$ cat config.mk
export PLATFORM = sky130hd
export DESIGN_NAME = hififo_top
export DESIGN_NICKNAME = d
export VERILOG_FILES = /design/src/verilog/pcie_pkg.sv /design/src/verilog/fifo_pkg.sv /design/src/verilog/sync_fifo.sv /design/src/verilog/fpc_channel.sv /design/src/verilog/tpc_channel.sv /design/src/verilog/hififo_regs.sv /design/src/verilog/hififo_top.sv
export SDC_FILE = /design/constraint.sdc
export NUM_CORES = 2
export LEC_CHECK = 0
export ABC_AREA = 1
export BUFFER_PORTS_ARGS = -buffer_cell sky130_fd_sc_hd__buf_2
export CAP_MARGIN = 10
export CORE_ASPECT_RATIO = 0.5
export CORE_MARGIN = 1.5
export CORE_UTILIZATION = 65
export DETAILED_ROUTE_END_ITERATION = 10
export PLACE_DENSITY = 0.83
export SETUP_SLACK_MARGIN = 0.4
export SLEW_MARGIN = 20
export SYNTH_ARGS = -nofsm -noshare
export SYNTH_HDL_FRONTEND = slang
export SYNTH_SLANG_ARGS = --single-unit
$ cat constraint.sdc
create_clock -name clock -period 12.9 [get_ports clock]
set_clock_uncertainty 0.15 [all_clocks]
set_input_delay 1.935 -clock clock [delete_from_list [all_inputs] [get_ports clock]]
set_output_delay 1.935 -clock clock [all_outputs]
set_load 0.05 [all_outputs]
$ cat src/verilog/pcie_pkg.sv
/*
 * Host-side transaction types and the register map of the bridge.
 * Decoded PIO writes, read requests and completions use these structs.
 */
`default_nettype none

package pcie_pkg;

   // decoded PIO write, address is a 64-bit word index
   typedef struct packed {
      logic [5:0]  address;
      logic [63:0] data;
   } pio_write_t;

   // register index lives in addr[4:1]
   typedef struct packed {
      logic [23:0] rid_tag;
      logic [7:0]  addr;
   } read_req_t;

   // dw2 carries requester/tag and lower address back to TX
   typedef struct packed {
      logic [31:0] dw2;
      logic [31:0] data;
   } completion_t;

   // PIO write addresses
   localparam logic [5:0] ADDR_RESET_SET = 6'd3;
   localparam logic [5:0] ADDR_RESET_CLR = 6'd4;
   localparam logic [5:0] ADDR_FPC_DATA  = 6'd8;

   // read register indices, anything else reads zero
   localparam logic [3:0] REG_INT_STATUS = 4'd0;
   localparam logic [3:0] REG_ENABLE     = 4'd1;
   localparam logic [3:0] REG_RESET_A    = 4'd3;
   localparam logic [3:0] REG_RESET_B    = 4'd4;
   localparam logic [3:0] REG_FPC_STATUS = 4'd8;
   localparam logic [3:0] REG_TPC_STATUS = 4'd12;

   // only channels 0 and 4 are built
   localparam logic [7:0] ENABLE_MASK = 8'h11;

endpackage

`default_nettype wire

$ cat src/verilog/fifo_pkg.sv
/*
 * Channel-side payloads, the channel status word and the bit positions
 * of each channel in the interrupt status and the reset register.
 */
`default_nettype none

package fifo_pkg;

   typedef logic [63:0] fpc_word_t;

   // end_mark closes a burst early
   typedef struct packed {
      logic [63:0] data;
      logic        end_mark;
   } tpc_word_t;

   typedef struct packed {
      logic [63:0] data;
      logic        last;
   } wr_beat_t;

   typedef struct packed {
      logic [15:0] count;
      logic [13:0] zero;
      logic        full;
      logic        overflow;
   } chan_status_t;

   // done in bit 0, drop in bit 1
   typedef struct packed {
      logic drop;
      logic done;
   } chan_irq_t;

   localparam int FPC_IRQ_BASE  = 0;
   localparam int TPC_IRQ_BASE  = 8;
   localparam int FPC_RESET_BIT = 0;
   localparam int TPC_RESET_BIT = 4;

endpackage

`default_nettype wire

$ cat src/verilog/sync_fifo.sv
/*
 * Single-clock first-word-fall-through FIFO, payload type set by parameter.
 * head is valid whenever empty is low; clear empties it like a reset.
 */
`timescale 1ns/1ps
`default_nettype none

module sync_fifo
  #(
   parameter int DEPTH = 16,
   parameter type payload_t = logic
   )
  (
   input wire logic        clock,
   input wire logic        pci_reset,
   input wire logic        clear,
   input wire logic        push,
   input wire payload_t    push_data,
   input wire logic        pop,
   output payload_t        head,
   output logic            empty,
   output logic            full,
   output logic [15:0]     count
   );

   localparam int AW = (DEPTH > 1) ? $clog2(DEPTH) : 1;

   payload_t mem [DEPTH];
   logic [AW-1:0] wr_ptr;
   logic [AW-1:0] rd_ptr;
   logic push_ok;
   logic pop_ok;

   // overflow and underflow are the caller's business
   assign push_ok = push & ~full;
   assign pop_ok  = pop & ~empty;

   assign empty = (count == 16'd0);
   assign full  = (count == 16'(DEPTH));
   assign head  = mem[rd_ptr];

   always_ff @(posedge clock)
   begin
      if (push_ok)
         mem[wr_ptr] <= push_data;
   end

   always_ff @(posedge clock)
   begin
      if (pci_reset | clear)
      begin
         wr_ptr <= '0;
         rd_ptr <= '0;
         count  <= 16'd0;
      end
      else
      begin
         // explicit wrap so any depth works
         if (push_ok)
            wr_ptr <= (wr_ptr == AW'(DEPTH - 1)) ? '0 : wr_ptr + 1'b1;
         if (pop_ok)
            rd_ptr <= (rd_ptr == AW'(DEPTH - 1)) ? '0 : rd_ptr + 1'b1;
         count <= count + 16'(push_ok) - 16'(pop_ok);
      end
   end

endmodule

`default_nettype wire

$ cat src/verilog/fpc_channel.sv
/*
 * From-PC channel: host PIO words are buffered here until the user pops them.
 * Reports occupancy and a sticky overflow, and pulses drain and drop events.
 */
`timescale 1ns/1ps
`default_nettype none

module fpc_channel
  #(
   parameter int FPC_DEPTH = 16
   )
  (
   input wire logic               clock,
   input wire logic               pci_reset,
   input wire logic               chan_reset,
   input wire logic               fpc_push,
   input wire fifo_pkg::fpc_word_t fpc_push_data,
   input wire logic               fpc_read,
   output fifo_pkg::fpc_word_t    fpc_data,
   output logic                   fpc_valid,
   output fifo_pkg::chan_status_t status,
   output fifo_pkg::chan_irq_t    irq
   );

   logic        empty;
   logic        full;
   logic [15:0] count;
   logic        push_ok;
   logic        pop_ok;
   logic        overflow;

   sync_fifo
     #(
      .DEPTH     (FPC_DEPTH),
      .payload_t (fifo_pkg::fpc_word_t)
      )
   u_fifo
     (
      .clock     (clock),
      .pci_reset (pci_reset),
      .clear     (chan_reset),
      .push      (fpc_push & ~chan_reset),
      .push_data (fpc_push_data),
      .pop       (fpc_read & ~chan_reset),
      .head      (fpc_data),
      .empty     (empty),
      .full      (full),
      .count     (count)
      );

   assign push_ok = fpc_push & ~chan_reset & ~full;
   assign pop_ok  = fpc_read & ~chan_reset & ~empty;

   // hidden from the user while the channel is held in reset
   assign fpc_valid = ~empty & ~chan_reset;

   // last word popped and nothing arriving on the same edge
   assign irq.done = pop_ok & (count == 16'd1) & ~push_ok;
   assign irq.drop = fpc_push & ~chan_reset & full;

   always_ff @(posedge clock)
   begin
      if (pci_reset | chan_reset)
         overflow <= 1'b0;
      else if (irq.drop)
         overflow <= 1'b1;
   end

   assign status.count    = count;
   assign status.zero     = '0;
   assign status.full     = full;
   assign status.overflow = overflow;

endmodule

`default_nettype wire

$ cat src/verilog/tpc_channel.sv
/*
 * To-PC channel: user words are buffered and drained as bursts of write beats.
 * A burst starts once BURST words or an end mark are held and closes on the
 * marked word or the BURST-th beat.
 */
`timescale 1ns/1ps
`default_nettype none

module tpc_channel
  #(
   parameter int TPC_DEPTH = 32,
   parameter int BURST     = 8
   )
  (
   input wire logic                clock,
   input wire logic                pci_reset,
   input wire logic                chan_reset,
   input wire logic                tpc_write,
   input wire fifo_pkg::tpc_word_t tpc_word,
   input wire logic                wr_ready,
   output logic                    tpc_ready,
   output logic                    wr_valid,
   output fifo_pkg::wr_beat_t      wr_beat,
   output fifo_pkg::chan_status_t  status,
   output fifo_pkg::chan_irq_t     irq
   );

   localparam int BW = $clog2(BURST + 1);

   fifo_pkg::tpc_word_t head;
   logic          empty;
   logic          full;
   logic [15:0]   count;
   logic [15:0]   mark_count;
   logic          push_ok;
   logic          beat_ok;
   logic          in_burst;
   logic [BW-1:0] beat_cnt;
   logic          overflow;

   sync_fifo
     #(
      .DEPTH     (TPC_DEPTH),
      .payload_t (fifo_pkg::tpc_word_t)
      )
   u_fifo
     (
      .clock     (clock),
      .pci_reset (pci_reset),
      .clear     (chan_reset),
      .push      (push_ok),
      .push_data (tpc_word),
      .pop       (beat_ok),
      .head      (head),
      .empty     (empty),
      .full      (full),
      .count     (count)
      );

   assign tpc_ready = ~full & ~chan_reset;
   assign push_ok   = tpc_write & tpc_ready;

   // a burst never runs dry, its words are all held before it starts
   assign wr_valid     = in_burst & ~empty & ~chan_reset;
   assign wr_beat.data = head.data;
   assign wr_beat.last = head.end_mark | (beat_cnt == BW'(BURST - 1));
   assign beat_ok      = wr_valid & wr_ready;

   assign irq.done = beat_ok & wr_beat.last;
   assign irq.drop = tpc_write & ~chan_reset & full;

   always_ff @(posedge clock)
   begin
      if (pci_reset | chan_reset)
      begin
         in_burst   <= 1'b0;
         beat_cnt   <= '0;
         mark_count <= 16'd0;
         overflow   <= 1'b0;
      end
      else
      begin
         // marked words currently held in the buffer
         mark_count <= mark_count + 16'(push_ok & tpc_word.end_mark)
                       - 16'(beat_ok & head.end_mark);
         if (irq.drop)
            overflow <= 1'b1;
         if (!in_burst)
         begin
            if ((count >= 16'(BURST)) || (mark_count != 16'd0))
               in_burst <= 1'b1;
            beat_cnt <= '0;
         end
         else if (beat_ok)
         begin
            if (wr_beat.last)
            begin
               in_burst <= 1'b0;
               beat_cnt <= '0;
            end
            else
               beat_cnt <= beat_cnt + 1'b1;
         end
      end
   end

   assign status.count    = count;
   assign status.zero     = '0;
   assign status.full     = full;
   assign status.overflow = overflow;

endmodule

`default_nettype wire

$ cat src/verilog/hififo_regs.sv
/*
 * Register block: decodes PIO writes, answers register reads through a
 * two-stage pipeline into a held completion, collects channel events into
 * the clear-on-read interrupt status and raises the interrupt request.
 */
`timescale 1ns/1ps
`default_nettype none

module hififo_regs
  (
   input wire logic                   clock,
   input wire logic                   pci_reset,
   input wire logic                   pio_valid,
   input wire pcie_pkg::pio_write_t   pio,
   input wire logic                   rd_valid,
   input wire pcie_pkg::read_req_t    rd_req,
   input wire logic                   cpl_ready,
   input wire logic                   interrupt_rdy,
   input wire fifo_pkg::chan_status_t fpc_status,
   input wire fifo_pkg::chan_status_t tpc_status,
   input wire fifo_pkg::chan_irq_t    fpc_irq,
   input wire fifo_pkg::chan_irq_t    tpc_irq,
   output logic                       rd_ready,
   output logic                       cpl_valid,
   output pcie_pkg::completion_t      cpl,
   output logic                       interrupt,
   output logic                       fpc_push,
   output fifo_pkg::fpc_word_t        fpc_push_data,
   output logic                       fpc_reset,
   output logic                       tpc_reset
   );

   logic [7:0]  reset_reg;
   logic [15:0] int_status;
   logic [15:0] irq_events;
   logic [1:0]  read_stage;
   logic        read_in_progress;
   logic        cpl_accept;
   logic        read_clear;
   logic [3:0]  reg_index;
   logic [31:0] reg_data;

   assign reg_index  = rd_req.addr[4:1];
   assign cpl_accept = cpl_valid & cpl_ready;

   // interrupt status clears when its read reaches the second stage
   assign read_clear = read_stage[1] & (reg_index == pcie_pkg::REG_INT_STATUS);

   always_comb
   begin
      irq_events = 16'd0;
      irq_events[fifo_pkg::FPC_IRQ_BASE +: 2] = fpc_irq;
      irq_events[fifo_pkg::TPC_IRQ_BASE +: 2] = tpc_irq;
   end

   always_comb
   begin
      case (reg_index)
         pcie_pkg::REG_INT_STATUS:
            reg_data = {16'd0, int_status};
         pcie_pkg::REG_ENABLE:
            reg_data = {24'd0, pcie_pkg::ENABLE_MASK};
         pcie_pkg::REG_RESET_A, pcie_pkg::REG_RESET_B:
            reg_data = {24'd0, reset_reg};
         pcie_pkg::REG_FPC_STATUS:
            reg_data = fpc_status;
         pcie_pkg::REG_TPC_STATUS:
            reg_data = tpc_status;
         default:
            reg_data = 32'd0;
      endcase
   end

   assign fpc_reset = reset_reg[fifo_pkg::FPC_RESET_BIT];
   assign tpc_reset = reset_reg[fifo_pkg::TPC_RESET_BIT];

   always_ff @(posedge clock)
   begin
      if (pci_reset)
      begin
         reset_reg        <= 8'hFF;
         int_status       <= 16'd0;
         interrupt        <= 1'b0;
         read_stage       <= 2'b00;
         read_in_progress <= 1'b0;
         rd_ready         <= 1'b0;
         cpl_valid        <= 1'b0;
         fpc_push         <= 1'b0;
      end
      else
      begin
         // set and clear writes take the low byte as a mask
         if (pio_valid && (pio.address == pcie_pkg::ADDR_RESET_SET))
            reset_reg <= reset_reg | pio.data[7:0];
         else if (pio_valid && (pio.address == pcie_pkg::ADDR_RESET_CLR))
            reset_reg <= reset_reg & ~pio.data[7:0];
         fpc_push <= pio_valid && (pio.address == pcie_pkg::ADDR_FPC_DATA);

         // a clear in the same cycle as an event loses that event
         if (read_clear)
            int_status <= 16'd0;
         else
            int_status <= int_status | irq_events;
         interrupt <= (irq_events != 16'd0) | (interrupt & ~interrupt_rdy);

         // one read in flight until the requester has seen rd_ready
         if (cpl_accept)
            read_in_progress <= 1'b0;
         else if (rd_valid & ~rd_ready)
            read_in_progress <= 1'b1;
         read_stage[0] <= rd_valid & ~read_in_progress & ~rd_ready;
         read_stage[1] <= read_stage[0];
         rd_ready      <= cpl_accept;
         if (cpl_accept)
            cpl_valid <= 1'b0;
         else if (read_stage[1])
            cpl_valid <= 1'b1;
      end
   end

   always_ff @(posedge clock)
   begin
      fpc_push_data <= pio.data;
      if (read_stage[1])
      begin
         cpl.dw2  <= {rd_req.rid_tag, 1'b0, rd_req.addr[4:0], 2'b00};
         cpl.data <= reg_data;
      end
   end

endmodule

`default_nettype wire

$ cat src/verilog/hififo_top.sv
/*
 * PCIe to FIFO bridge control subsystem, one from-PC and one to-PC channel.
 * Host side takes decoded PIO writes and read requests; user side is a
 * pop interface and a push interface with a burst write output.
 */
`timescale 1ns/1ps
`default_nettype none

module hififo_top
  #(
   parameter int FPC_DEPTH = 16,
   parameter int TPC_DEPTH = 32,
   parameter int BURST     = 8
   )
  (
   input wire logic                 clock,
   input wire logic                 pci_reset,
   // host side
   input wire logic                 pio_valid,
   input wire pcie_pkg::pio_write_t pio,
   input wire logic                 rd_valid,
   input wire pcie_pkg::read_req_t  rd_req,
   output logic                     rd_ready,
   output logic                     cpl_valid,
   output pcie_pkg::completion_t    cpl,
   input wire logic                 cpl_ready,
   output logic                     interrupt,
   input wire logic                 interrupt_rdy,
   // from-PC user side
   output logic                     fpc_valid,
   output fifo_pkg::fpc_word_t      fpc_data,
   input wire logic                 fpc_read,
   // to-PC user side
   input wire logic                 tpc_write,
   input wire fifo_pkg::tpc_word_t  tpc_word,
   output logic                     tpc_ready,
   output logic                     wr_valid,
   output fifo_pkg::wr_beat_t       wr_beat,
   input wire logic                 wr_ready
   );

   logic                   fpc_push;
   fifo_pkg::fpc_word_t    fpc_push_data;
   logic                   fpc_reset;
   logic                   tpc_reset;
   fifo_pkg::chan_status_t fpc_status;
   fifo_pkg::chan_status_t tpc_status;
   fifo_pkg::chan_irq_t    fpc_irq;
   fifo_pkg::chan_irq_t    tpc_irq;

   hififo_regs u_regs
     (
      .clock         (clock),
      .pci_reset     (pci_reset),
      .pio_valid     (pio_valid),
      .pio           (pio),
      .rd_valid      (rd_valid),
      .rd_req        (rd_req),
      .cpl_ready     (cpl_ready),
      .interrupt_rdy (interrupt_rdy),
      .fpc_status    (fpc_status),
      .tpc_status    (tpc_status),
      .fpc_irq       (fpc_irq),
      .tpc_irq       (tpc_irq),
      .rd_ready      (rd_ready),
      .cpl_valid     (cpl_valid),
      .cpl           (cpl),
      .interrupt     (interrupt),
      .fpc_push      (fpc_push),
      .fpc_push_data (fpc_push_data),
      .fpc_reset     (fpc_reset),
      .tpc_reset     (tpc_reset)
      );

   fpc_channel #(.FPC_DEPTH(FPC_DEPTH)) u_fpc
     (
      .clock         (clock),
      .pci_reset     (pci_reset),
      .chan_reset    (fpc_reset),
      .fpc_push      (fpc_push),
      .fpc_push_data (fpc_push_data),
      .fpc_read      (fpc_read),
      .fpc_data      (fpc_data),
      .fpc_valid     (fpc_valid),
      .status        (fpc_status),
      .irq           (fpc_irq)
      );

   tpc_channel #(.TPC_DEPTH(TPC_DEPTH), .BURST(BURST)) u_tpc
     (
      .clock      (clock),
      .pci_reset  (pci_reset),
      .chan_reset (tpc_reset),
      .tpc_write  (tpc_write),
      .tpc_word   (tpc_word),
      .wr_ready   (wr_ready),
      .tpc_ready  (tpc_ready),
      .wr_valid   (wr_valid),
      .wr_beat    (wr_beat),
      .status     (tpc_status),
      .irq        (tpc_irq)
      );

endmodule

`default_nettype wire

==> impl.org <==
** Run status
- Result of the run :: completed

** Setup path
- CP Class :: flop to output port
- Endpoint of the most critical register-to-register path :: u_tpc.mark_count[12]
- STA puts the critical path data required time at 10.81 ns.
- Number of buffer and inverter stages on the critical path :: 4
- Worst reg2reg setup slack :: 7.60 ns
- In this run the worst path has a maximum fanout of 95.
- STA classifies the critical path endpoint as an output port.
- Critical-path top delay cell :: buf_4
- Critical path arrival :: 5.63 ns
- Cell repeated most along the worst path :: buf_4
- Walking the worst path, the cells encountered are buf_4 > buf_4 > buf_4 > o21ai_0 > o22ai_1 > o21ai_1 > o22ai_1 > nand2_1 > nand2_1 > buf_2.
- The worst setup path is launched from a flop.
- CP delay by family, top :: buffers and inverters
- Cell depth of the worst flop-to-flop path :: 20
- The largest single stage delay on the critical path is 0.90 ns.

** Logic synthesis
- Yosys Warn Count :: 0
- The synthesized netlist occupies a cell area of 131000 µm².
- The synthesized design contains 3324 register bits.
- Cell taking the most area after synthesis :: edfxtp_1
- Counting flops with a built-in enable in the synthesized netlist gives 3159.
- Proportion of synthesized flip-flops having asynchronous set or reset :: 0
- Averaged over all synthesized cells, the footprint is 13.3 µm².
- Area share of the leading cell type in the synthesized netlist :: 0.722
- Most used flip-flop cell after synthesis :: edfxtp_1
- Of the synthesized area, sequential elements account for 0.747.
- Library cell with the highest instance count after synthesis :: edfxtp_1
- Gate count after technology mapping :: 9861
- The number of different library cells used by synthesis comes to 48.
- Top post-synthesis cells by count :: edfxtp_1 (3159), o21ai_0 (1391), nor2_1 (1216), nand2_1 (712), o22ai_1 (488)
- Area contributors post-synth :: edfxtp_1 (72%), o21ai_0 (5.3%), nor2_1 (3.5%), dfxtp_1 (2.5%), o22ai_1 (2.3%)

** Clock network
- CTS root buf :: clkbuf_16
- The number of hold buffers added after CTS was 0.
- Clock transition at the registers of the reported paths :: 0.06 ns
- The H-tree was split into 5 levels.
- Counting the buffers created by CTS gives 281.
- Once the clock tree was built, the resizer swapped 0 gates to a different size.
- Clock network latency to the later pin of the worst-skew pair :: 0.85 ns
- TritonCTS clock tree :: yes
- Number of post-CTS setup repair buffers :: 0
- Sinks on the clock net :: 3324
- Number of buffers on the longest clock path :: 4

** Layout
- Utilization after layout :: 0.718
- Compared with the post-synthesis result, the final layout area differs by 9.51%.
- Final net count :: 10300
- In the final layout, the share of cells above drive strength 1 is 0.0923.

** Power and ir drop
- Peak supply drop :: 0.116 mV
- Power per Cell Area :: 141 nW/µm²
- Standby leakage power :: 47.9 nW

** Placement
- IO Port Bufs :: 362
- HPWL Detailed :: 161 mm
- Weighted congestion reported at the end of routability-driven placement :: 0.867

** Global route
- Across every metal layer, demand over resource in global routing totals 0.319.
- Total gr overflow :: 0
- Global-route wire length before repair :: 492 mm
- Largest net degree at the start of global routing :: 359
- The number of antenna violations at the first check in global routing came to 25.
- The via count of the first global-routing pass was 81900.

** Routing
- Initial drt markers :: 13700
- Across all layers, the routed design uses 85400 vias.
- The pre-antenna-repair detailed-routing pass consisted of 6 iterations.
- In the routed design, unresolved DRC markers number 0.
- Total detailed-routing wirelength :: 335 mm
- WL per Instance :: 25.9 µm
- The detail route stage leaves a number of antenna-violating nets equal to 0.
- Via/cell ratio :: 6.60

** Timing
- Unrepaired setup endpoints after global routing :: no
- Max Slew Vio Count :: 0
- Setup Total Neg Slack :: 0 ns
- Tightest slew margin relative to the limit :: 0.189
- Part of the cycle the worst path needs :: 0.598
- Achievable Freq :: 130 MHz
- The routed design could run at a clock period as short as 7.72 ns.
- Count of final hold-check violations :: 0
- For the pin with the worst max-slew slack, the measured transition is 1.21 ns.
- Setup violations remaining at the end of the flow were counted as 0.

** Floorplan
- The die covers 205000 µm².
- For this configuration, the core starts out at a cell density of 0.655.
- The die is 321 µm tall.
- Row generation in the floorplan step produced 116 rows.
- Floorplan Core Area :: 200000 µm²
- The die is 639 µm wide.
- For this design the top-level I/O count stands at 375.

** Job
- Reported max-cap violation count :: 0

** Hold path
- The tightest min-delay check is of the flop to flop type.
- Worst hold path depth :: 2
- Worst hold endpoint :: u_regs.read_stage[1]
- Source of the worst hold timing path :: u_regs.read_stage[0]
cell type report:
type | instances | area [µm²]
Timing Repair Buffer | 498 | 3050
Antenna cell | 17 | 42.5
Multi-Input combinational cell | 5450 | 28800
Clock inverter | 118 | 867
Fill cell | 12100 | 56600
Sequential cell | 3324 | 98200
Tap cell | 2714 | 3400
Inverter | 448 | 1740
Clock buffer | 374 | 7760
placed cells by master (no fill, tap or decap), types with 4 or more instances in the layout:
cell type	n
a21o_1	7
a21oi_1	354
a31oi_1	4
buf_12	9
buf_16	5
buf_2	362
buf_4	120
bufinv_16	12
clkbuf_1	69
clkbuf_16	293
clkbuf_8	12
clkinv_1	54
clkinv_2	42
conb_1	9
dfxtp_1	155
dfxtp_4	9
diode_2	17
edfxtp_1	3159
ha_1	85
inv_1	437
inv_6	8
mux2i_1	258
nand2_1	712
nand3_1	464
nand3b_1	6
nand4_1	10
nor2_1	1173
nor2_4	44
nor3_1	20
nor3_2	5
nor3b_1	4
o211ai_1	265
o21a_1	7
o21ai_0	1391
o21ai_1	61
o21bai_1	9
o221ai_1	50
o22ai_1	488
xor2_1	4
tightest hold or removal path, stage by stage, from the launching register on:
cell and delay [ns]:
dfxtp_1 0.30, inv_1 0.05, nor2_1 0.04
routing by layer:
layer,vias to the layer above,track usage,wire length (µm)
met5,-,0,66
met4,10,0.151,16500
met3,1111,0.0691,43700
met2,6532,0.512,158000
met1,41000,0.423,117000
li1,36700,-,-
power breakdown:
group          internal (W)  total, W  leakage, nW  switching [W]
registers            0.0118    0.0118         29.7      0.0000426
clock network       0.00448   0.00821         4.23        0.00374
logic             0.0000246  0.000154         13.9       0.000130
logic make-up (layout without fill, tap and decap cells):
logic type,count (synthesis),count (layout),share of synthesized area
adder cells (fa/ha/maj),88,88,0.00855
XOR/XNOR,6,6,0.000400
buffers and inverters,1095,1438,0.0363
AND/OR/NAND/NOR,2447,2447,0.0754
flip-flops,3324,3324,0.747
other,1,26,0.0000285
AO/OA/AOI/OAI,2642,2642,0.112
multiplexers,258,258,0.0197
worst max path at each step:
| stage | startpoint | end | slack (ns) | depth (start not counted) |
|---|---|---|---|---|
| 6_report | flop | wr_beat[62] | 5.18 | 10 |
| 2_1_floorplan | tpc_write | u_tpc.u_fifo.mem[7][0] | 5.38 | 5 |
| 5_1_grt | flop | wr_beat[62] | 5.02 | 10 |
| 3_5_place_dp | flop | wr_beat[26] | 6.23 | 10 |
| 3_3_place_gp | flop | wr_beat[62] | 6.30 | 10 |
| 4_1_cts | flop | wr_beat[26] | 5.35 | 10 |
state kept, by name, summed over array words and instances (netlist names), named ones only:
register	cells
u_fpc.u_fifo.rd_ptr	4
u_tpc.u_fifo.rd_ptr	5
u_regs.cpl_valid	1
u_tpc.u_fifo.count	16
u_fpc.u_fifo.mem	1024
u_regs.rd_ready	1
u_regs.cpl	55
u_tpc.overflow	1
u_tpc.mark_count	16
u_tpc.u_fifo.mem	2080
u_regs.int_status	4
u_regs.fpc_push_data	64
u_regs.fpc_push	1
u_regs.read_stage	2
u_fpc.u_fifo.wr_ptr	4
u_fpc.overflow	1
u_tpc.u_fifo.wr_ptr	5
u_regs.interrupt	1
u_fpc.u_fifo.count	16
u_regs.read_in_progress	1
u_tpc.in_burst	1
u_tpc.beat_cnt	4
per-stage QoR:
stage	setup WS, ns	instances	cell area, µm²	power (W)	hold slack (ns)
final	5.18	12900	144000	0.0202	0.269
after global routing	5.02	12900	144000	0.0207	0.290
after CTS	5.35	12900	144000	0.0202	0.267
after detailed placement	6.23	12400	135000	0.0122	0.259
after global placement	6.30	12400	135000	0.0122	0.239
after floorplan	5.38	9869	131000	0.0121	0.238
Note: power is estimated with default switching activity, not from simulation.
